==> src/source/udp_port_settings.svh <==
`ifndef UDP_PORT_SETTINGS_SVH
`define UDP_PORT_SETTINGS_SVH

////////////////////////////////////////////////////////////////////////////
// Stream and word widths
////////////////////////////////////////////////////////////////////////////

`define UDP_DATA_WIDTH      8           // One stream byte
`define UDP_PORT_WIDTH      16          // Port and checksum words

////////////////////////////////////////////////////////////////////////////
// Buffering and statistics
////////////////////////////////////////////////////////////////////////////

// Payload entries held between parser and handler
`define UDP_PAYLOAD_DEPTH   1024

`define UDP_COUNT_WIDTH     16          // Packet and drop counters

// Folded ones' complement sum over a frame with a correct checksum
`define UDP_CHECKSUM_GOOD   16'hFFFF

`endif

==> src/source/udp_port_pkg.sv <==
`include "udp_port_settings.svh"

package udp_port_pkg;

    ////////////////////////////////////////////////////////////////////////////
    // Stream types
    ////////////////////////////////////////////////////////////////////////////

    typedef logic [`UDP_DATA_WIDTH-1:0] byte_t;

    // Word on the switch interface, in the FIFO and on the output
    typedef struct packed {
        logic   last;                   // Final byte of a frame
        byte_t  data;
    } stream_word_t;

    ////////////////////////////////////////////////////////////////////////////
    // Header fields and statistics
    ////////////////////////////////////////////////////////////////////////////

    typedef logic [`UDP_PORT_WIDTH-1:0]  port_t;
    typedef logic [`UDP_COUNT_WIDTH-1:0] count_t;

    // Extra top bit tells a full FIFO from an empty one
    typedef logic [$clog2(`UDP_PAYLOAD_DEPTH):0] fifo_ptr_t;

endpackage

==> src/source/udp_frame_parser.sv <==
`include "udp_port_settings.svh"

module udp_frame_parser (
    input  wire                         clock,
    input  wire                         rst_n,
    input  udp_port_pkg::stream_word_t  receive_data,
    input  wire                         receive_data_enable,
    input  udp_port_pkg::port_t         listen_port,
    input  wire                         full,

    output udp_port_pkg::stream_word_t  write_data,
    output logic                        write_enable,
    output logic                        commit,
    output logic                        discard,
    output udp_port_pkg::count_t        drop_count
);

    import udp_port_pkg::*;

    localparam int                      POS_WIDTH     = 3;
    localparam int                      SUM_WIDTH     = `UDP_PORT_WIDTH;
    localparam logic [POS_WIDTH-1:0]    POS_PORT_HIGH = POS_WIDTH'(0);
    localparam logic [POS_WIDTH-1:0]    POS_PORT_LOW  = POS_WIDTH'(1);
    localparam logic [POS_WIDTH-1:0]    POS_MIN_LAST  = POS_WIDTH'(3);
    localparam logic [POS_WIDTH-1:0]    POS_PAYLOAD   = POS_WIDTH'(4);   // Saturates here

    logic [POS_WIDTH-1:0]   position;
    logic                   odd_byte;
    byte_t                  high_byte;
    port_t                  frame_port;
    logic [SUM_WIDTH-1:0]   sum;

    byte_t                  delay_near;         // Previous byte
    byte_t                  delay_far;          // Two bytes back

    logic                   pend_valid;
    stream_word_t           pend_word;
    logic                   end_pulse;
    logic                   frame_ok;
    logic                   overflow;

    logic [SUM_WIDTH-1:0]   sum_word;
    logic [SUM_WIDTH:0]     sum_wide;
    logic [SUM_WIDTH-1:0]   sum_next;
    logic                   length_ok;
    logic                   overflow_now;

    ////////////////////////////////////////////////////////////////////////////
    // Ones' complement checksum
    ////////////////////////////////////////////////////////////////////////////

    // Odd trailing byte gets a zero low byte
    always_comb begin
        if (odd_byte) begin
            sum_word = {high_byte, receive_data.data};
        end else begin
            sum_word = {receive_data.data, {`UDP_DATA_WIDTH{1'b0}}};
        end
    end

    assign sum_wide  = {1'b0, sum} + {1'b0, sum_word};
    assign sum_next  = sum_wide[SUM_WIDTH-1:0] + SUM_WIDTH'(sum_wide[SUM_WIDTH]);   // End-around carry
    assign length_ok = (position >= POS_MIN_LAST);

    ////////////////////////////////////////////////////////////////////////////
    // Verdict and FIFO control
    ////////////////////////////////////////////////////////////////////////////

    // Last pending write may still meet a full FIFO
    assign overflow_now = overflow || (pend_valid && full);

    assign write_data   = pend_word;
    assign write_enable = pend_valid && !overflow_now;
    assign commit       = end_pulse && frame_ok && !overflow_now;
    assign discard      = end_pulse && !(frame_ok && !overflow_now);

    always_ff @(posedge clock or negedge rst_n) begin
        if (!rst_n) begin
            position   <= '0;
            odd_byte   <= 1'b0;
            sum        <= '0;
            pend_valid <= 1'b0;
            end_pulse  <= 1'b0;
            frame_ok   <= 1'b0;
            overflow   <= 1'b0;
            drop_count <= '0;
        end else begin
            pend_valid <= receive_data_enable && (position == POS_PAYLOAD);
            end_pulse  <= receive_data_enable && receive_data.last;

            if (receive_data_enable) begin
                if (receive_data.last) begin
                    position <= '0;
                    odd_byte <= 1'b0;
                    sum      <= '0;
                    frame_ok <= length_ok && (frame_port == listen_port) &&
                                (sum_next == `UDP_CHECKSUM_GOOD);
                end else begin
                    if (position != POS_PAYLOAD) begin
                        position <= position + 1'b1;
                    end
                    odd_byte <= !odd_byte;
                    if (odd_byte) begin
                        sum <= sum_next;
                    end
                end
            end

            // Sticky until the frame is judged
            if (end_pulse) begin
                overflow <= 1'b0;
            end else if (pend_valid && full) begin
                overflow <= 1'b1;
            end

            if (discard) begin
                drop_count <= drop_count + 1'b1;
            end
        end
    end

    ////////////////////////////////////////////////////////////////////////////
    // Port capture and payload delay line
    ////////////////////////////////////////////////////////////////////////////

    always_ff @(posedge clock) begin
        if (receive_data_enable) begin
            delay_far  <= delay_near;
            delay_near <= receive_data.data;
            if (!odd_byte) begin
                high_byte <= receive_data.data;
            end
            if (position == POS_PORT_HIGH) begin
                frame_port[`UDP_PORT_WIDTH-1 -: `UDP_DATA_WIDTH] <= receive_data.data;
            end
            if (position == POS_PORT_LOW) begin
                frame_port[`UDP_DATA_WIDTH-1:0] <= receive_data.data;
            end
            // Checksum bytes never reach the FIFO
            if (position == POS_PAYLOAD) begin
                pend_word.last <= receive_data.last;
                pend_word.data <= delay_far;
            end
        end
    end

    a_last_word_with_verdict: assert property (@(posedge clock) disable iff (!rst_n)
        write_enable |-> (write_data.last == (commit || discard)))
        else $error("payload write out of step with the frame verdict");

    a_no_write_after_overflow: assert property (@(posedge clock) disable iff (!rst_n)
        (pend_valid && full && !end_pulse) |=> !write_enable)
        else $error("payload write after the frame overflowed");

endmodule

==> config.mk <==
export PLATFORM = sky130hd
export DESIGN_NAME = udp_frame_parser
export DESIGN_NICKNAME = d
export VERILOG_FILES = /design/src/source/udp_port_pkg.sv /design/src/source/udp_frame_parser.sv
export VERILOG_INCLUDE_DIRS = /design/src /design/src/source
export SDC_FILE = /design/constraint.sdc
export NUM_CORES = 1
export LEC_CHECK = 0
export ABC_AREA = 0
export BUFFER_PORTS_ARGS = -buffer_cell sky130_fd_sc_hd__buf_2
export CAP_MARGIN = 20
export CORE_MARGIN = 2
export CORE_UTILIZATION = 25
export DETAILED_ROUTE_END_ITERATION = 8
export GPL_ROUTABILITY_DRIVEN = 0
export PLACE_DENSITY_LB_ADDON = 0.15
export RECOVER_POWER = 50
export SLEW_MARGIN = 20
export SYNTH_ARGS = -nofsm -noshare
export SYNTH_HDL_FRONTEND = slang
export SYNTH_SLANG_ARGS = --single-unit
==> constraint.sdc <==
create_clock -name clock -period 11.8 [get_ports clock]
set_input_delay 2.36 -clock clock [delete_from_list [all_inputs] [get_ports clock]]
set_output_delay 2.36 -clock clock [all_outputs]
set_load 0.02 [all_outputs]
# Word level (Yosys, flattened, before mapping)
# Cells that the tools add are included.
[totals]
elab_cells = 59
regBits = 89
inputBits = 29
output_inout_bits = 28
[op_classes]
order_cmp = 1
n_eq_ne = 5
add_sub_neg = 4
n_bitwise = 1
muxes = 8
reduce_logical = 25
[op_table]
columns = ["operator", "n"]
rows = [
  ["2-to-1 mux 16 bit", 3],
  ["adder 16 x 16 -> 17 bit", 1],
  ["adder 16 x 1 -> 16 bit", 1],
  ["adder 16 x 1 -> 16 bit, second input constant", 1],
  ["== test 16 bit", 1],
  ["== test 16 bit, second input constant", 1],
  ["AND reduction 2 bit", 7],
  ["logical AND 1 bit", 10],
  ["2-to-1 mux 3 bit", 2],
  ["nonzero test 2 bit", 3],
  ["adder 3 x 1 -> 3 bit, second input constant", 1],
  ["== test 3 x 1 -> 1 bit, second input constant", 1],
  ["== test 3 bit, second input constant", 1],
  [">= comparator 3 x 2 -> 1 bit, second input constant", 1],
  ["zero test 1 bit", 3],
  ["zero test 3 bit", 1],
  ["2-to-1 mux 1 bit", 3],
  ["inequality test 3 bit, second input constant", 1],
  ["logical OR 1 bit", 1],
  ["NOT 1 bit", 1],
]

# Depth between registers and ports, before layout
# Gate-level depths: netlist of run 1.
[logic_depth]
depth_word = 6
mapped_depth = 23
depth_no_buf = 21

# Worst setup path before layout of run 1
# No wires, ideal clock.
[synth_timing]
path_type = "input-to-reg"
from = "in receive_data[0] (netlist bit)"
to = "reg frame_ok"
cell_stages = 21
t_required_ns = 11.732
setup_ns = 0.068
arrival_time_ns = 6.008
slack_ns = 5.725
n_path_buf = 0
cell_sequence = "and2_1 -> ha_1 -> inv_1 -> fa_1 -> nand2b_1 -> a211oi_2 -> o2111a_1 -> o31ai_1 -> a21oi_1 -> o21a_1 -> o21ai_0 -> nand2b_1 -> ha_1 -> nand2b_1 -> nor2_1 -> nand3_2 -> nor3_4 -> xnor2_1 -> or4_1 -> nor4_2 -> a32o_1"
[synth_between]
elab_chain_cells = 5
[synth_lines]
columns = ["item", "line_no", "rtl"]
rows = [
  ["from (decl)", "udp_frame_parser.sv:6", "input udp_port_pkg::stream_word_t receive_data,"],
  ["2-to-1 mux 16 bit", "udp_frame_parser.sv:54", "if (odd_byte) begin"],
  ["adder 16 x 16 -> 17 bit", "udp_frame_parser.sv:61", "assign sum_wide = {1'b0, sum} + {1'b0, sum_word};"],
  ["adder 16 x 1 -> 16 bit", "udp_frame_parser.sv:62", "assign sum_next = sum_wide[SUM_WIDTH-1:0] + SUM_WIDTH'(sum_wide[SUM_WIDTH]);"],
  ["== test 16 bit (no line)", "--", ""],
  ["logical AND 1 bit", "udp_frame_parser.sv:96", "frame_ok <= length_ok && (frame_port == listen_port) &&"],
  ["to (signal assigned)", "udp_frame_parser.sv:96", ""],
  ["to (decl)", "udp_frame_parser.sv:39", "logic frame_ok;"],
]
# No other way between the ends.
# A chain may end at the register's enable or synchronous reset.

# Worst setup path after layout of run 1
[layout_timing]
from = "in receive_data[0] (netlist bit)"
to = "reg sum[15]"
[layout_between]
elab_chain_cells = 5
[layout_lines]
columns = ["item", "line_no", "rtl"]
rows = [
  ["2-to-1 mux 16 bit", "udp_frame_parser.sv:54", ""],
  ["adder 16 x 16 -> 17 bit", "udp_frame_parser.sv:61", ""],
  ["adder 16 x 1 -> 16 bit", "udp_frame_parser.sv:62", ""],
  ["2-to-1 mux 16 bit", "udp_frame_parser.sv:103", "if (odd_byte) begin"],
  ["2-to-1 mux 16 bit", "udp_frame_parser.sv:92", "if (receive_data.last) begin"],
  ["to (signal assigned)", "udp_frame_parser.sv:104", "sum <= sum_next;"],
  ["to (decl)", "udp_frame_parser.sv:31", "logic [SUM_WIDTH-1:0] sum;"],
]
# No other way between the ends. The select of a mux whose other input is x is not followed.

==> impl_metrics.toml, run 1 <==
[power_and_ir_drop]
ir_drop_v = 0.0000525
p_leak_nw = 2.26
power_density_mw_per_mm2 = 166

[place]
dp_hpwl_mm = 8.35
dpl-instance-area_mm2 = 0.00527
dp.cells = 686
numPortBuffers = 56

[sta]
finalHoldViolCount = 0
report.final.slew_viol_count = 41
period_needed_ns = 6.53
slew_headroom = -0.543
worst_slew_pin_slew_ns = 2.31
rsz0062_at_grt = "no"
finalSetupViolCount = 0
fmax_mhz = 153
fin_skew_ns = 0.00723
tns_ns = 0
post-route-period-util = 0.553

[setup_path]
crit_type = "in2reg"
r2r_start = "odd_byte"
ff2ff_setup_slack_ns = 6.61
arrival_ns = 6.76
reg2reg_depth = 21
crit_fanout = 6
worstPathRequired_ns = 12.03
endpoint_kind = "register"
r2r_end = "sum[15]"
crit_path_start_kind = "input port"

[clock_network]
cts_tree = "done"
clkSinkCount = 89
post_cts_resized = 0
htreeDepth = 3
clkLatencyLatePin_ns = 0.35
cts_made_buffers = 9
path_clk_slew_ns = 0.07
clock-root-buffer = "clkbuf_16"
clk_path_buf_depth = 2
cts_setup_buffers = 0
hold_buffers = 0

[yosys]
syn_area_mm2 = 0.00474
synth_edf_count = 49
synth_largest_area_cell = "edfxtp_1"
synth_top_area_frac = 0.310
syn_avg_cell_area_um2 = 11.7
syn-num-nets = 458
synth_top_flop_cell = "edfxtp_1"
synth.yosys.seq_area_share = 0.522
yosys-top-cells-area = "edfxtp_1, dfrtp_1, xnor2_1"
syn_inst = 405
async_flop_share = 0.449
synth_warnings = 0
synth_seq_cells = 89
synth_cell_type_count = 66

[floorplanning]
io_pins = 57
die_area_mm2 = 0.0201
core_mm2 = 0.0186
start_util = 0.254
num_rows = 50
die_h_um = 142
die_x_um = 142

[finish]
mostFrequentLayoutCells = "edfxtp_1, buf_2, dfrtp_1"
design_area_mm2 = 0.00555
final_cells = 702
final_common_cell = "edfxtp_1"
num-fill-cells = 1947
drive_gt1_frac = 0.177
finish.utilization = 0.298
antenna_cells = 0
nets = 516
area_growth_syn_to_layout_pct = 17.2

[routing]
finalWirelength_mm = 11.2
drc = 0
routed_via_density = 4.64
vias = 3257
drt_iter0_markers = 113
antenna_left = 0
firstDrtPassIters = 4
wl_per_cell_um = 16.0

[global_route]
grt_overflow = 0
grt_first_pass_wirelength_mm = 18.3
first_global_vias = 3298
grt_usage = 0.119
antenna_found_initial = 0
grt_max_degree = 41

[min_path]
hp-start = "delay_near[3]"
whs_path_depth = 0
min_path_type = "reg2reg"
min_to = "delay_far[3]"

[run_status]
status = "complete, but fails checks"
violations = "capacitance limit, slew limit"

[run]
maxCapViolations = 1
## worst max-delay path: stages
cell and delay, ns:
clkbuf_1 0.19, and2_1 0.18, ha_1 0.19, inv_1 0.06
fa_1 0.39, nand2b_1 0.20, a211oi_2 0.41, o2111a_1 0.30
o31ai_1 0.10, a21oi_1 0.16, o21a_1 0.13, o21ai_0 0.08
nand2b_1 0.14, ha_1 0.16, nand2b_1 0.08, nor2_1 0.19
nand3_2 0.16, nor3_4 0.28, nand4_1 0.20, nor2_1 0.36
a311oi_1 0.16, a221o_1 0.28
## power by group
group / switching, mW / total (mW) / internal [mW] / leakage, nW
Clock: 0.133 / 0.282 / 0.149 / 0.142
Combinational: 0.145 / 0.239 / 0.0942 / 1.12
Sequential: 0.0305 / 0.402 / 0.372 / 0.995
Total: 0.308 / 0.923 / 0.615 / 2.26
## per-stage QoR
step           hold WS (ns)  power [mW]  setup slack, ns
3_3_place_gp          0.401       0.650             5.21
5_1_grt               0.417       0.984             4.89
4_1_cts               0.415       0.937             5.42
2_1_floorplan         0.400       0.575             5.72
6_report              0.413       0.923             5.27
3_5_place_dp          0.405       0.650             5.04
## flip-flops by register name, summed over array words and instances (netlist names)
| name | count |
|---|---|
| sum | 16 |
| position | 3 |
| drop_count | 16 |
| write_data | 9 |
| delay_far | 8 |
| high_byte | 8 |
| pend_valid | 1 |
| end_pulse | 1 |
| frame_ok | 1 |
| overflow | 1 |
| odd_byte | 1 |
| frame_port | 16 |
| delay_near | 8 |
## layout make-up
class | count | area (um^2) | share of cell area
Clock buffer | 9 | 225 | 0.0405
Clock inverter | 7 | 70.1 | 0.0126
Inverter | 10 | 37.5 | 0.00676
Multi-Input combinational cell | 296 | 2180 | 0.393
Sequential cell | 89 | 2470 | 0.445
Tap cell | 234 | 293 | 0.0527
Timing Repair Buffer | 57 | 273 | 0.0491
## metal layers
metal  global-route usage  routed length, um  part of all wire
met5                    0                  0                 0
met4               0.0421                216             0.019
met3               0.0297                348             0.031
met2                0.186               5270              0.47
met1                0.161               5410              0.48
## synthesized netlist by cell type (all sizes together), types with 10 or more instances
| cell | instances |
|---|---|
| o21ai | 24 |
| xnor2 | 36 |
| nor2 | 22 |
| nand2 | 31 |
| dfrtp | 40 |
| xor2 | 18 |
| nand4 | 12 |
| nor4 | 11 |
| edfxtp | 49 |
| inv | 10 |
| ha | 23 |
## how the worst max path moves through the flow
stage | start | to
final | receive_data[0] | sum[15]
after global routing | receive_data[0] | sum[15]
after CTS | receive_data[0] | sum[15]
after detailed placement | receive_data[0] | sum[15]
after global placement | receive_data[0] | sum[15]
after floorplan | receive_data[0] | frame_ok
## logic make-up after synthesis
family / share of synthesized area
xor gates and xnor gates: 0.0998
AOI/OAI and AO/OA: 0.113
DFF: 0.522
buffers and inverters: 0.0177
muxes: 0.0298
adders and majority gates: 0.0649
and+or+nand+nor: 0.153
(Power assumes the default switching activity.)
==> run 2, diff against run 1 <==
==> constraint.sdc (replaced) <==
create_clock -name clock -period 5.3 [get_ports clock]
set_input_delay 1.06 -clock clock [delete_from_list [all_inputs] [get_ports clock]]
set_output_delay 1.06 -clock clock [all_outputs]
set_load 0.02 [all_outputs]
==> run 2 against run 1 <==
  * The run still ends with capacitance limit, slew limit left
  * Sequential power up 120%
  * Setup slack worse by 4.8 ns
  * Largest power group unchanged
  * Total power up 120%
  * Core utilization up 0.087 points
  * Highest routed layer unchanged
  * Sequential cell count unchanged
  * Hold slack better by 0.0076 ns
  * Die area unchanged
  * Global-route usage up 0.30 points
  * Non-clock buffer count up 3
==> impl_metrics.toml, run 2 (synthesis results as in run 1) <==
[place]
dp_hpwl_mm = 8.57
post-place-ws_ns = 0.0518
numPortBuffers = 56
dpl-instance-area_mm2 = 0.00530
dp.cells = 689

[setup_path]
cp_top_family = "simple AND/OR/NAND/NOR gates"
crit_type = "in2reg"
crit_fanout = 9
cp_slowest_cell = "or4_1"
max_stage_delay_ns = 0.45
worstPathRequired_ns = 5.58
crit_path_start_kind = "input port"
arrival_ns = 5.13
endpoint_kind = "register"
critPathBufInv = 1
crit_chain = "buf_2 > and2_1 > ha_1 > a21o_1 > o2111a_1 > o31ai_1 > a21oi_1 > o21a_1 > o21ai_0 > nand2b_1 > ha_1 > nand2b_1 > xnor2_1 > nor4_1 > nand4b_1 > or4_1 > nor4_2 > a32o_1"

[sta]
rsz0062_at_grt = "no"
worst_slew_pin_slew_ns = 2.30
tns_ns = 0
finalHoldViolCount = 0
finalSetupViolCount = 0
fin_skew_ns = 0.0118
post-route-period-util = 0.914
fin_hold_ws_ns = 0.420
slew_headroom = -0.535
report.final.slew_viol_count = 41
fin_ws_ns = 0.458
period_needed_ns = 4.84
fmax_mhz = 207

[global_route]
first_global_vias = 3375
grt_first_pass_wirelength_mm = 18.7
antenna_found_initial = 0
grt_usage = 0.122
grt_overflow = 0
grt_max_degree = 41

[clock_network]
clkSinkCount = 89
cts_tree = "done"
htreeDepth = 3
clock-root-buffer = "clkbuf_16"
cts_made_buffers = 9
cts_setup_buffers = 0
path_clk_slew_ns = 0.07
clk_path_buf_depth = 2
clkLatencyLatePin_ns = 0.35

[floorplanning]
core_mm2 = 0.0186
io_pins = 57
die_area_mm2 = 0.0201
die_h_um = 142
start_util = 0.254
die_x_um = 142
num_rows = 50

[run_status]
status = "complete, but fails checks"
violations = "capacitance limit, slew limit"

[finish]
nets = 519
design_area_mm2 = 0.00557
final_cells = 705
mostFrequentLayoutCells = "edfxtp_1, buf_2, dfrtp_1"
largestRegisters = "drop_count x16, frame_port x16, sum x16"
antenna_cells = 0
final_common_cell = "edfxtp_1"
finish.utilization = 0.299
drive_gt1_frac = 0.189
area_growth_syn_to_layout_pct = 17.5

[routing]
routed_via_density = 4.60
wl_per_cell_um = 16.2
firstDrtPassIters = 4
drt_iter0_markers = 118
finalWirelength_mm = 11.5
antenna_left = 0
vias = 3240
drc = 0

[power_and_ir_drop]
p_leak_nw = 2.27
finalPower_mw = 2.05
power_density_mw_per_mm2 = 367
ir_drop_v = 0.000112

[run]
maxCapViolations = 1

[min_path]
min_path_type = "reg2reg"
[run 2: cell count changes in the layout (fill, tap and decap cells not counted), sizes merged]
cell / previous run / this run
buf: 45 / 50
clkinvlp: 1 / 2
inv: 15 / 14
clkbuf: 21 / 19
[run 2: repair_timing]
action                     4_1_cts  5_1_grt
resized for setup                0        1
hold buffers                     0        0
setup endpoints to repair        0        2
[run 2: final timing paths]
| check | start | cells after the start | slack, ns | endpoint |
|---|---|---|---|---|
| setup / recovery | receive_data[5] | 18 | 0.46 | frame_ok |
| hold / removal | delay_far[2] | 0 | 0.42 | write_data[2] |
| setup reg to reg | odd_byte | 19 | 0.70 | frame_ok |
| hold reg to reg | delay_far[2] | 0 | 0.42 | write_data[2] |
| max in group asynchronous | rst_n | 1 | 2.59 | end_pulse |
| min in group asynchronous | rst_n | 1 | 1.39 | drop_count[10] |
[run 2: per-layer routing]
| layer | vias to the layer above | GRT usage | share of wire |
|---|---|---|---|
| met5 | - | 0 | 0 |
| met3 | 10 | 0.0310 | 0.030 |
| met1 | 1559 | 0.159 | 0.48 |
| met4 | 0 | 0.0426 | 0.014 |
| li1 | 1627 | - | - |
| met2 | 44 | 0.197 | 0.48 |
[run 2: final cells by class]
class | count | area, um^2
Multi-Input combinational cell | 296 | 2190
Tap cell | 234 | 293
Timing Repair Buffer | 60 | 298
Clock inverter | 7 | 58.8
Inverter | 10 | 37.5
Fill cell | 1939 | 13100
Clock buffer | 9 | 225
Sequential cell | 89 | 2470
[run 2: report_power, final]
group	total [mW]	internal [mW]	leakage, nW	switching, mW
clock	0.616	0.326	0.135	0.291
sequential	0.890	0.828	0.995	0.0625
combinational	0.538	0.211	1.14	0.328
total	2.05	1.36	2.27	0.681
