### src/source/udp_port_settings.svh
`ifndef UDP_PORT_SETTINGS_SVH
`define UDP_PORT_SETTINGS_SVH

////////////////////////////////////////////////////////////////////////////
// Stream and word widths
////////////////////////////////////////////////////////////////////////////

`define UDP_DATA_WIDTH      8           // One stream byte
`define UDP_PORT_WIDTH      16          // Port and checksum words

////////////////////////////////////////////////////////////////////////////
// Buffering and statistics
////////////////////////////////////////////////////////////////////////////

// Payload entries held between parser and handler
`define UDP_PAYLOAD_DEPTH   1024

`define UDP_COUNT_WIDTH     16          // Packet and drop counters

// Folded ones' complement sum over a frame with a correct checksum
`define UDP_CHECKSUM_GOOD   16'hFFFF

`endif

### src/source/udp_port_pkg.sv
`include "udp_port_settings.svh"

package udp_port_pkg;

    ////////////////////////////////////////////////////////////////////////////
    // Stream types
    ////////////////////////////////////////////////////////////////////////////

    typedef logic [`UDP_DATA_WIDTH-1:0] byte_t;

    // Word on the switch interface, in the FIFO and on the output
    typedef struct packed {
        logic   last;                   // Final byte of a frame
        byte_t  data;
    } stream_word_t;

    ////////////////////////////////////////////////////////////////////////////
    // Header fields and statistics
    ////////////////////////////////////////////////////////////////////////////

    typedef logic [`UDP_PORT_WIDTH-1:0]  port_t;
    typedef logic [`UDP_COUNT_WIDTH-1:0] count_t;

    // Extra top bit tells a full FIFO from an empty one
    typedef logic [$clog2(`UDP_PAYLOAD_DEPTH):0] fifo_ptr_t;

endpackage

### src/source/udp_receive_handler.sv
module udp_receive_handler (
    input  wire                         clock,
    input  wire                         rst_n,
    input  wire                         empty,
    input  udp_port_pkg::stream_word_t  read_data,
    input  wire                         transmit_data_enable,

    output logic                        read_enable,
    output udp_port_pkg::stream_word_t  transmit_data,
    output logic                        transmit_data_valid,
    output udp_port_pkg::count_t        packet_count
);

    ////////////////////////////////////////////////////////////////////////////
    // Drain towards the switch
    ////////////////////////////////////////////////////////////////////////////

    // Only committed payload, only while the switch takes it
    assign read_enable = !empty && transmit_data_enable;

    // FIFO output register holds the word for this cycle
    assign transmit_data = read_data;

    always_ff @(posedge clock or negedge rst_n) begin
        if (!rst_n) begin
            transmit_data_valid <= 1'b0;
        end else begin
            transmit_data_valid <= read_enable;     // Read latency is one cycle
        end
    end

    ////////////////////////////////////////////////////////////////////////////
    // Delivered packet statistic
    ////////////////////////////////////////////////////////////////////////////

    always_ff @(posedge clock or negedge rst_n) begin
        if (!rst_n) begin
            packet_count <= '0;
        end else if (transmit_data_valid && transmit_data.last) begin
            packet_count <= packet_count + 1'b1;
        end
    end

    a_no_lost_payload: assert property (@(posedge clock) disable iff (!rst_n)
        $rose(empty) |-> $past(read_enable))
        else $error("committed payload left the FIFO without a read");

endmodule

### config.mk
export PLATFORM = sky130hd
export DESIGN_NAME = udp_receive_handler
export DESIGN_NICKNAME = d
export VERILOG_FILES = /design/src/source/udp_port_pkg.sv /design/src/source/udp_receive_handler.sv
export VERILOG_INCLUDE_DIRS = /design/src /design/src/source
export SDC_FILE = /design/constraint.sdc
export NUM_CORES = 1
export LEC_CHECK = 0
export ABC_AREA = 1
export BUFFER_PORTS_ARGS = -buffer_cell sky130_fd_sc_hd__buf_2
export CAP_MARGIN = 20
export CORE_UTILIZATION = 45
export DETAILED_ROUTE_END_ITERATION = 7
export PLACE_DENSITY = 0.76
export SYNTH_ARGS = -nofsm -noshare
export SYNTH_HDL_FRONTEND = slang
export SYNTH_SLANG_ARGS = --single-unit
### constraint.sdc
create_clock -name clock -period 3.6 [get_ports clock]
set_clock_uncertainty 0.15 [all_clocks]
set_input_delay 0.54 -clock clock [delete_from_list [all_inputs] [get_ports clock]]
set_output_delay 0.54 -clock clock [all_outputs]
set_load 0.02 [all_outputs]
Word-level counts from Yosys, hierarchy flattened. Index checks and enable logic that the tools add are counted.

Input port bits: 13. Logic and storage cells: 6. Bits in registers: 17.

Add/subtract/negate cells: 1. Reductions and logical operators: 3.

Operators with widths (count): adder 16 x 1 -> 16 bit (second input constant) (1); logical AND 1 bit (2); logical NOT 1 bit (1).

Longest topological paths before layout. Gate-level depths: netlist (run 1).

Depth after elaboration: 2. Gate-level depth with buffers: 7. Gate-level depth less buffers: 7.

Least setup slack after synthesis (run 1). Ideal clock, no wire load.

Path kind: input to output. From: input port transmit_data_enable. To: output port read_enable. Arrival: 0.865 ns. Path slack: 2.045 ns. Stages on the path: 2. Path buffers: 0. Path through: inv_1 > nor2_1.

Cells in the longest elaborated chain, start to end: 1.

RTL lines: start, declared (RTL line udp_receive_handler.sv:6) `input wire transmit_data_enable,`; logical AND 1 bit (RTL line udp_receive_handler.sv:19) `assign read_enable = !empty && transmit_data_enable;`; end, declared (RTL line udp_receive_handler.sv:8) `output logic read_enable,`.

No other way between the ends.

Worst setup path after layout (run 1).
From: input port empty. To: output port read_enable.

Cells in the longest elaborated chain, start to end: 2.

RTL lines: start, declared (RTL line udp_receive_handler.sv:4) `input wire empty,`; logical NOT 1 bit (RTL line udp_receive_handler.sv:19); logical AND 1 bit (RTL line udp_receive_handler.sv:19).

No other way between the ends.

==> results of run 1 <==
==> how the worst min path moves through the flow <==
stage / cells past startpoint / start / end
after global routing: 1 / rst_n / packet_count[5]$_DFFE_PN0P_
after CTS: 1 / rst_n / packet_count[9]$_DFFE_PN0P_
after detailed placement: 1 / rst_n / packet_count[9]$_DFFE_PN0P_
after global placement: 1 / rst_n / packet_count[13]$_DFFE_PN0P_
after floorplan: 0 / rst_n / packet_count[0]$_DFFE_PN0P_
final: 1 / rst_n / packet_count[10]$_DFFE_PN0P_
==> per-stage QoR <==
step / utilization [%] / hold slack (ns) / area, µm²
5_1_grt: 53.4 / 0.0184 / 1060
6_report: 53.4 / 0.00796 / 1060
2_1_floorplan: - / 0.0944 / 951
4_1_cts: 53.4 / 0.0189 / 1060
3_5_place_dp: 52.1 / 0.328 / 1030
3_3_place_gp: 52.1 / 0.323 / 1030
==> worst register-to-register path: stages, from the launching register on <==
cell                      delay (ns)
sky130_fd_sc_hd__dfrtp_1        0.42
sky130_fd_sc_hd__ha_1           0.19
sky130_fd_sc_hd__nand3_2        0.12
sky130_fd_sc_hd__nor2_1         0.25
sky130_fd_sc_hd__nand4_1        0.14
sky130_fd_sc_hd__nand2_1        0.09
sky130_fd_sc_hd__nand2_1        0.05
sky130_fd_sc_hd__inv_1          0.05
==> placed cells by master, fill, tap and decap left out <==
cell / count
sky130_fd_sc_hd__xnor2_1: 4
sky130_fd_sc_hd__buf_2: 23
sky130_fd_sc_hd__inv_1: 17
sky130_fd_sc_hd__nand2_2: 3
sky130_fd_sc_hd__clkbuf_1: 1
sky130_fd_sc_hd__nand4_1: 5
sky130_fd_sc_hd__inv_2: 1
sky130_fd_sc_hd__dfrtp_1: 17
sky130_fd_sc_hd__nand3_2: 1
sky130_fd_sc_hd__nor2_4: 1
sky130_fd_sc_hd__nor3_4: 1
sky130_fd_sc_hd__o21ai_1: 1
sky130_fd_sc_hd__clkbuf_4: 3
sky130_fd_sc_hd__xor2_1: 5
sky130_fd_sc_hd__ha_1: 1
sky130_fd_sc_hd__nand3_1: 4
sky130_fd_sc_hd__nor2_1: 14
sky130_fd_sc_hd__nand2_1: 31
sky130_fd_sc_hd__nor2_2: 2
sky130_fd_sc_hd__nor3_1: 1
==> cells by family (layout without fill, tap and decap cells) <==
group,after synthesis,count (layout),synth area share (%)
fa+ha+maj,1,1,1.32
simple gates,63,63,30.9
flops,17,17,44.7
compound gates,1,1,0.526
xor+xnor,9,9,8.29
buf+inv,27,45,14.2
==> final cells by class <==
class / instances / area (µm²) / area share (%)
Clock buffer: 4 / 26.3 / 2.48
Sequential cell: 17 / 425 / 40.2
Timing Repair Buffer: 23 / 115 / 10.9
Inverter: 18 / 67.6 / 6.38
Multi-Input combinational cell: 74 / 390 / 36.9
Tap cell: 27 / 33.8 / 3.19
==> power by group <==
group | internal [mW] | switching [mW]
Sequential | 0.216 | 0.0317
Combinational | 0.0417 | 0.0735
Clock | 0.0429 | 0.0566
==> registers in the layout, summed over array words and instances (netlist names) <==
name and cells:
packet_count 16, transmit_data_valid 1
==> metal layers <==
metal / wire (µm) / GRT usage, %
met5: 0 / 0
met4: 0 / 5.56
met3: 60 / 3.40
met2: 790 / 25.1
met1: 759 / 21.1
==> synth_stat cells (all sizes together) <==
library cell and n:
buf 9, dfrtp 17, ha 1, inv 18, nand2 34, nand3 5, nand4 5, nor2 17
nor3 2, o21ai 1, xnor2 4, xor2 5
==> impl_metrics.ini, run 1 <==
[synthesis]
syn-mean-instance-area_um2 = 8.06
post_synth_num_cell_types = 18
yosysTopAreaCell = sky130_fd_sc_hd__dfrtp_1
post_synth_inst_count = 118
netlist.area_leader.share_pct = 44.7
postSynthRegisterBits = 17
fraction_of_the_yosys_area_taken_by_sequential_cells_pct = 44.7
syn_nets = 132
yosys-top-cells-area = sky130_fd_sc_hd__dfrtp_1, sky130_fd_sc_hd__nand2_1, sky130_fd_sc_hd__buf_4
synthesis.yosys.warnings = 0
synth.cell_area_um2 = 951

[global_route]
grt_overflow = 0
number_of_antenna_violations_at_the_first_check_in_global_routing = 0
grt_pass1_wl_mm = 2.58
grt_pass1_vias = 626
groute.usage.overall_pct = 15.8
grt_start_max_net_pins = 18

[sta]
slew_headroom_pct = 75.1
final-setup-viol-count = 0
final.setup.worst_slack_ns = 1.97
worst_tran_pin_value_ns = 0.373
rsz0062_at_grt = false
fmax_ghz = 0.615
finalSetupTns_ns = 0
final.period_utilization_pct = 45.2
layout_min_cycle_time_ns = 1.63
final_hold_violation_count = 0
max_slew_violation_count = 0

[layout]
instances_no_fill = 163
fillers = 194
final_nets = 151
syn2layout_area_growth_pct = 11.3
diodes = 0
post_route_cells_drive_above_1_share_pct = 25.7

[setup_path]
critPathCapture = read_enable
cp.depth = 3
cp_max_fo = 2
cp-startpoint = empty
timing.reg2reg.worst_path_depth = 7
cp.arrival_ns = 0.94
r2r_setup_slack_ns = 2.09
worstSetupStartpointType = input port
critical_path.cell_chain = buf_2, nor2_1, buf_2
path_delay_family = buffers and inverters
cpMostUsedCell = sky130_fd_sc_hd__buf_2
regToRegStartpoint = packet_count[1]$_DFFE_PN0P_
critPathBufInv = 2
cp_data_required_time_ns = 2.91
timing.critical_path.to_type = output port
critPathKind = in2out
critical-path-slowest-cell = sky130_fd_sc_hd__buf_2
r2r_endpoint = packet_count[14]$_DFFE_PN0P_
max_stage_delay_ns = 0.18

[floorplanning]
std_cell_rows = 16
core_area_um2 = 1980
die_area_um2 = 2300
io_pins = 40
initial_utilization_pct = 48.0
die_x_um = 48.0
die_h_um = 48.0

[route]
detail_route.first_pass.iterations = 4
remaining_drc_errors = 0
drt_iter0_markers = 10
routed-via-count = 727
mean_number_of_vias_per_cell = 4.46
route.antenna.remaining_nets = 0
detail_route.wirelength_mm = 1.61
post_drt_wl_per_cell_um = 9.88

[clocking]
cts.sink_count = 17
clk_pin_slew_worst_paths_ns = 0.10
ctsResizeCount = 0
cts.hold.buffers_added = 0
h_tree_levels = 1
cts-root-buf = sky130_fd_sc_hd__clkbuf_4
clock_tree_from_tritoncts = yes
tritoncts.num_buffers = 3
clkLatencyLatePin_ns = 0.28
cts_setup_buffers = 0
clk_path_buf_depth = 2

[worst_hold_path]
worstHoldPathType = in2async

[placement]
post-dp-hpwl_mm = 1.33
dp_cells = 159
port_buffers = 23
place_congestion = 0.894
dpl_worst_slack_ns = 1.96

[power]
power.total_uw = 462
power.ir.vdd_worst_uv = 209
power.density_cell_area_nw_per_um2 = 437
total_leakage_power_nw = 0.581

[flow_run]
cap_viol_max_count = 0

[run_status]
outcome = complete, no violations
(Power assumes the default switching activity.)
==> run 2, diff against run 1 <==
- ABC_AREA: 1 -> 0
- CORE_UTILIZATION: 45 -> 43
- clock period: 3.6 -> 1.65 ns (I/O delays scaled with it)
==> run 2 against run 1 <==
Combinational power rose by 100%. Critical path depth rose by 1. Synthesized cell count fell by 43%. Worst setup slack got worse by 1.9 ns. First-iteration DRC count fell by 80%. Clock power rose by 110%. Count of clock-buffer cells in the layout did not move.
==> impl_metrics.ini, run 2 <==
[clocking]
cts.sink_count = 17
cts-root-buf = sky130_fd_sc_hd__clkbuf_4
h_tree_levels = 1
clk_pin_slew_worst_paths_ns = 0.09
clock_tree_from_tritoncts = yes
tritoncts.num_buffers = 3
clkLatencyLatePin_ns = 0.28
clk_path_buf_depth = 2

[synthesis]
syn-mean-instance-area_um2 = 11.8
synth-compound-area-share_pct = 0
synthesis.yosys.warnings = 0
synth_flop_cell = sky130_fd_sc_hd__dfrtp_1
fraction_of_the_yosys_area_taken_by_sequential_cells_pct = 54.0
synth.cell_area_um2 = 788
post_synth_num_cell_types = 16
synth-async-reset-ratio_pct = 100
post_synth_most_frequent_cells = sky130_fd_sc_hd__dfrtp_1, sky130_fd_sc_hd__xnor2_1, sky130_fd_sc_hd__buf_4
synthMuxAreaShare_pct = 1.43
synth_simple_gate_area_share_pct = 17.3
post_synth_inst_count = 67
yosysTopAreaCell = sky130_fd_sc_hd__dfrtp_1
syn_nets = 81
number_of_flops_mapped_to_enable_cells_by_yosys = 0
post_synth_xor_area_fraction_pct = 16.7
yosys.cell_count.top_type = sky130_fd_sc_hd__dfrtp_1
combinational_family_with_the_most_area_after_synthesis = simple AND/OR/NAND/NOR gates
netlist.area_leader.share_pct = 54.0
post_synth_fa_ha_maj_area_fraction_pct = 1.59
postSynthRegisterBits = 17
yosys-top-cells-area = sky130_fd_sc_hd__dfrtp_1, sky130_fd_sc_hd__xnor2_1, sky130_fd_sc_hd__buf_4

[setup_path]
regToRegStartpoint = packet_count[0]$_DFFE_PN0P_
cp_data_required_time_ns = 1.25
critPathKind = in2out
cp-startpoint = empty
worstSetupStartpointType = input port
cp.arrival_ns = 1.18
timing.critical_path.to_type = output port
cp_max_fo = 2

[placement]
port_buffers = 23
place_congestion = 0.764
dp_cells = 107
dpl_worst_slack_ns = 0.120

[worst_hold_path]
hp-start = transmit_data_enable
worstHoldPathType = in2reg

[route]
detail_route.wirelength_mm = 1.29
routed-via-count = 536
drt_iter0_markers = 2
remaining_drc_errors = 0
route.antenna.remaining_nets = 0
detail_route.first_pass.iterations = 4
mean_number_of_vias_per_cell = 4.74
post_drt_wl_per_cell_um = 11.4

[power]
comb_power_share_pct = 23.6
p_int_uw = 662
total_leakage_power_nw = 0.492
flop_pwr_share_pct = 55.0
power.ir.vdd_worst_uv = 626
switching_portion_of_total_power_pct = 33.3
clockPowerShare_pct = 21.5
switchingPower_uw = 331
power.density_cell_area_nw_per_um2 = 1070

[sta]
slew_headroom_pct = 75.8
final_hold_violation_count = 0
final.setup.worst_slack_ns = 0.0695
final.period_utilization_pct = 95.8
fmax_ghz = 0.633
worst_tran_pin_value_ns = 0.363
final-setup-viol-count = 0
max_slew_violation_count = 0
layout_min_cycle_time_ns = 1.58

[global_route]
top_usage_layer = met2
number_of_antenna_violations_at_the_first_check_in_global_routing = 0
met3_track_usage_gr_pct = 8.40
groute.usage.overall_pct = 16.1
use_met2_pct = 25.6
grt_start_max_net_pins = 18
met1_usage_pct = 19.2
grt_overflow = 0
grt_pass1_wl_mm = 2.25
grt_pass1_vias = 521

[flow_run]
cap_viol_max_count = 0

[layout]
seq_area_um2 = 425
post_route_cells_drive_above_1_share_pct = 38.6
layout_top_registers = packet_count: 16 flops, transmit_data_valid: 1 flops
instances_no_fill = 113
regMostFlops = packet_count
final_common_cell = sky130_fd_sc_hd__buf_2
area_used_by_multi_input_combinational_logic_um2 = 297
final_nets = 103
fillers = 173
syn2layout_area_growth_pct = 17.5
diodes = 0
final_cell_mix = sky130_fd_sc_hd__buf_2, sky130_fd_sc_hd__dfrtp_1, sky130_fd_sc_hd__xnor2_1
largest_reg_flops = 16

[floorplanning]
initial_utilization_pct = 45.7
die_area_um2 = 2010
std_cell_rows = 15
core_area_um2 = 1730
die_h_um = 44.8
die_x_um = 44.8
io_pins = 40

[run_status]
outcome = complete, no violations
run 2: cell types whose count changed after synthesis, sizes merged:
cell / previous run / this run
and3: 0 / 1
and4: 0 / 2
inv: 18 / 1
mux2: 0 / 1
nand2: 34 / 5
nand3: 5 / 4
nor2: 17 / 5
nor2b: 0 / 1
nor3: 2 / 0
o21ai: 1 / 0
xnor2: 4 / 10
run 2: cells by family after synthesis:
| family | after synthesis |
|---|---|
| AND/OR/NAND/NOR | 23 |
| flip-flops | 17 |
| XOR/XNOR | 15 |
| buffers and inverters | 10 |
| multiplexers | 1 |
| adder cells (fa/ha/maj) | 1 |
run 2: path summary, 6_finish.rpt:
path	to	slack, ns	depth (start not counted)
setup / recovery	read_enable	0.07	4
min in group asynchronous	packet_count[11]$_DFFE_PN0P_	0.26	2
hold / removal	transmit_data_valid$_DFF_PN0_	0.06	2
hold reg to reg	packet_count[15]$_DFFE_PN0P_	0.32	1
setup reg to reg	packet_count[8]$_DFFE_PN0P_	0.14	5
max in group asynchronous	packet_count[3]$_DFFE_PN0P_	0.83	2
run 2: layer usage:
metal  up-vias  wire, µm
met1       254       578
met5         -         0
met4         0         9
met2        24       612
li1        256         -
met3         2        86
run 2: critical path, cell delays in order:
cell and delay [ns]:
sky130_fd_sc_hd__dlygate4sd3_1 0.53, sky130_fd_sc_hd__buf_2 0.12, sky130_fd_sc_hd__nor2b_1 0.12, sky130_fd_sc_hd__buf_2 0.18
run 2: power by group through the flow:
stage          logic [mW]  registers [mW]  clock network, mW
2_1_floorplan       0.105           0.615                  0
3_3_place_gp        0.230           0.549                  0
3_5_place_dp        0.233           0.553                  0
4_1_cts             0.239           0.545              0.225
5_1_grt             0.270           0.558              0.242
6_report            0.234           0.546              0.213
run 2: stage by stage:
stage	util (%)	power [mW]	instance area [µm²]	setup TNS, ns	hold WS, ns
after floorplan	-	0.721	788	0	-0.198
after global placement	50.7	0.779	875	0	0.0319
after detailed placement	50.7	0.786	875	0	0.0340
after CTS	53.3	1.01	921	0	0.0474
after global routing	53.6	1.07	926	-0.0149	0.0424
final	53.6	0.994	926	0	0.0618
run 2: area by class of cell:
class / count / area share (%)
Timing Repair Buffer: 26 / 15.4
Sequential cell: 17 / 45.9
Clock buffer: 4 / 2.84
Inverter: 1 / 0.405
Multi-Input combinational cell: 40 / 32.0
Tap cell: 25 / 3.38
run 2: timing repair:
action / in CTS / in global routing
setup endpoints to repair: 0 / 2
buffers inserted: 0 / 0
hold buffers: 2 / 0
hold endpoints to repair: 18 / 0
resized for setup: 0 / 1
==> run 3, diff against run 2 <==
- HOLD_SLACK_MARGIN: unset -> 0.1
- SETUP_SLACK_MARGIN: unset -> 0.15
==> run 3 against run 2 <==
Utilization is 3.3 points higher. First-iteration DRC count rose to 2.5 times the previous value. Clock power rose by 2%. Count of clock-buffer cells in the layout unchanged. Final cell count is 3.5% higher. Sequential power fell by 2%. Hold slack better by 0.079 ns. Total power increased by 8.3%.
==> impl_metrics.ini, run 3 (synthesis results as in run 2) <==
[setup_path]
max_stage_delay_ns = 0.39
timing.critical_path.to_type = register
critPathCapture = packet_count[8]$_DFFE_PN0P_
critical_path.cell_chain = nand4_1, nor2_4, and3_2, xor2_1
regToRegStartpoint = packet_count[4]$_DFFE_PN0P_
critical-path-slowest-cell = sky130_fd_sc_hd__dfrtp_1
critPathBufInv = 0
timing.reg2reg.worst_path_depth = 4
cp.depth = 4
r2r_endpoint = packet_count[8]$_DFFE_PN0P_
cp_data_required_time_ns = 1.71
path_delay_family = simple AND/OR/NAND/NOR gates
r2r_setup_slack_ns = 0.23
worstSetupStartpointType = register
critPathKind = reg2reg
cp_max_fo = 5
cp.arrival_ns = 1.48
cp-startpoint = packet_count[4]$_DFFE_PN0P_

[sta]
slew_headroom_pct = 75.3
layout_min_cycle_time_ns = 1.42
final.period_utilization_pct = 86.3
fmax_ghz = 0.702
final-setup-viol-count = 0
finalSetupTns_ns = 0
max_slew_violation_count = 0
rsz0062_at_grt = true
worst_tran_pin_value_ns = 0.370
final_hold_violation_count = 0
final.setup.worst_slack_ns = 0.226

[clocking]
clock_tree_from_tritoncts = yes
clk_pin_slew_worst_paths_ns = 0.10
clkLatencyLatePin_ns = 0.28
h_tree_levels = 1
tritoncts.num_buffers = 3
cts-root-buf = sky130_fd_sc_hd__clkbuf_4
cts.sink_count = 17
clk_path_buf_depth = 2

[route]
detail_route.first_pass.iterations = 4
drt_iter0_markers = 5
detail_route.wirelength_mm = 1.40
post_drt_wl_per_cell_um = 11.9
remaining_drc_errors = 0
mean_number_of_vias_per_cell = 4.94
routed-via-count = 578
route.antenna.remaining_nets = 0

[floorplanning]
die_h_um = 44.8
core_area_um2 = 1730
die_x_um = 44.8
io_pins = 40
initial_utilization_pct = 45.7
die_area_um2 = 2010
std_cell_rows = 15

[layout]
core_util_final_pct = 57.0
post_route_cells_drive_above_1_share_pct = 50.0
final_nets = 107
final_cell_mix = sky130_fd_sc_hd__buf_2, sky130_fd_sc_hd__dfrtp_1, sky130_fd_sc_hd__xnor2_1
regMostFlops = packet_count
largest_reg_flops = 16
layout_top_registers = packet_count: 16 flops, transmit_data_valid: 1 flops
final_common_cell = sky130_fd_sc_hd__buf_2
syn2layout_area_growth_pct = 24.8
diodes = 0

[power]
total_leakage_power_nw = 0.505
power.total_mw = 1.08
switchingPower_uw = 359
clockPowerShare_pct = 20.2
power.density_cell_area_nw_per_um2 = 1090
flop_pwr_share_pct = 49.7
p_int_uw = 717
power.ir.vdd_worst_uv = 830
comb_power_share_pct = 30.1
switching_portion_of_total_power_pct = 33.4

[run_status]
outcome = complete, no violations

[global_route]
grt_overflow = 0
grt_pass1_vias = 529
groute.usage.overall_pct = 15.3
number_of_antenna_violations_at_the_first_check_in_global_routing = 0
grt_start_max_net_pins = 18
grt_pass1_wl_mm = 2.17

[flow_run]
cap_viol_max_count = 0

[placement]
place_congestion = 0.757
port_buffers = 23
post-dp-hpwl_um = 949
dpl_worst_slack_ns = 0.167

[worst_hold_path]
worstHoldPathType = in2reg
min_path_cells = 3
-- run 3: changes by cell type in the layout (fill, tap and decap cells not counted), sizes merged --
cell	delta
buf	+4
-- run 3: power by group through the flow --
stage               logic, mW  clock network (mW)  registers [mW]
finish                  0.324               0.217           0.535
CTS                     0.241               0.229           0.553
global route            0.359               0.245           0.542
floorplan               0.105                   0           0.621
detailed placement      0.236                   0           0.561
global placement        0.230                   0           0.553
-- run 3: tightest hold or removal path, stage by stage --
cell                      delay (ns)
sky130_fd_sc_hd__buf_2          0.13
sky130_fd_sc_hd__nand3_4        0.10
sky130_fd_sc_hd__xnor2_1        0.07
-- run 3: repair_timing --
action	CTS	global route
hold buffers	2	0
pin swaps	0	4
gates resized for setup	1	6
setup endpoints to repair	1	8
buffers inserted	0	5
hold endpoints to repair	18	0
-- run 3: layout make-up --
cell class | count | area, µm²
multi-input combinational | 40 | 317
fill | 168 | 743
clock buffer | 4 | 26.3
tap | 25 | 31.3
inverter | 1 | 3.75
sequential | 17 | 433
timing repair buffer | 30 | 173
-- run 3: metal layers --
layer	vias to the layer above	track usage, %	share of wire, %
met5	-	0	0
met4	0	7.88	0.50
met3	2	4.80	6.8
met2	23	25.0	49
met1	287	18.0	43
li1	266	-	-
-- run 3: how the worst min path moves through the flow --
stage / endpoint / slack, ns / start
floorplan: packet_count[0]$_DFFE_PN0P_ / -0.20 / rst_n
global placement: packet_count[10]$_DFFE_PN0P_ / 0.03 / rst_n
CTS: packet_count[0]$_DFFE_PN0P_ / 0.13 / read_data[8]
global route: packet_count[0]$_DFFE_PN0P_ / 0.15 / read_data[8]
detailed placement: packet_count[10]$_DFFE_PN0P_ / 0.04 / rst_n
finish: packet_count[2]$_DFFE_PN0P_ / 0.14 / read_data[8]
-- run 3: stage by stage --
stage | instance area (µm²) | std cells | hold WS [ns]
floorplan | 793 | 67 | -0.198
global placement | 872 | 106 | 0.0349
detailed placement | 872 | 106 | 0.0355
CTS | 923 | 112 | 0.133
global route | 983 | 117 | 0.145
finish | 983 | 117 | 0.141
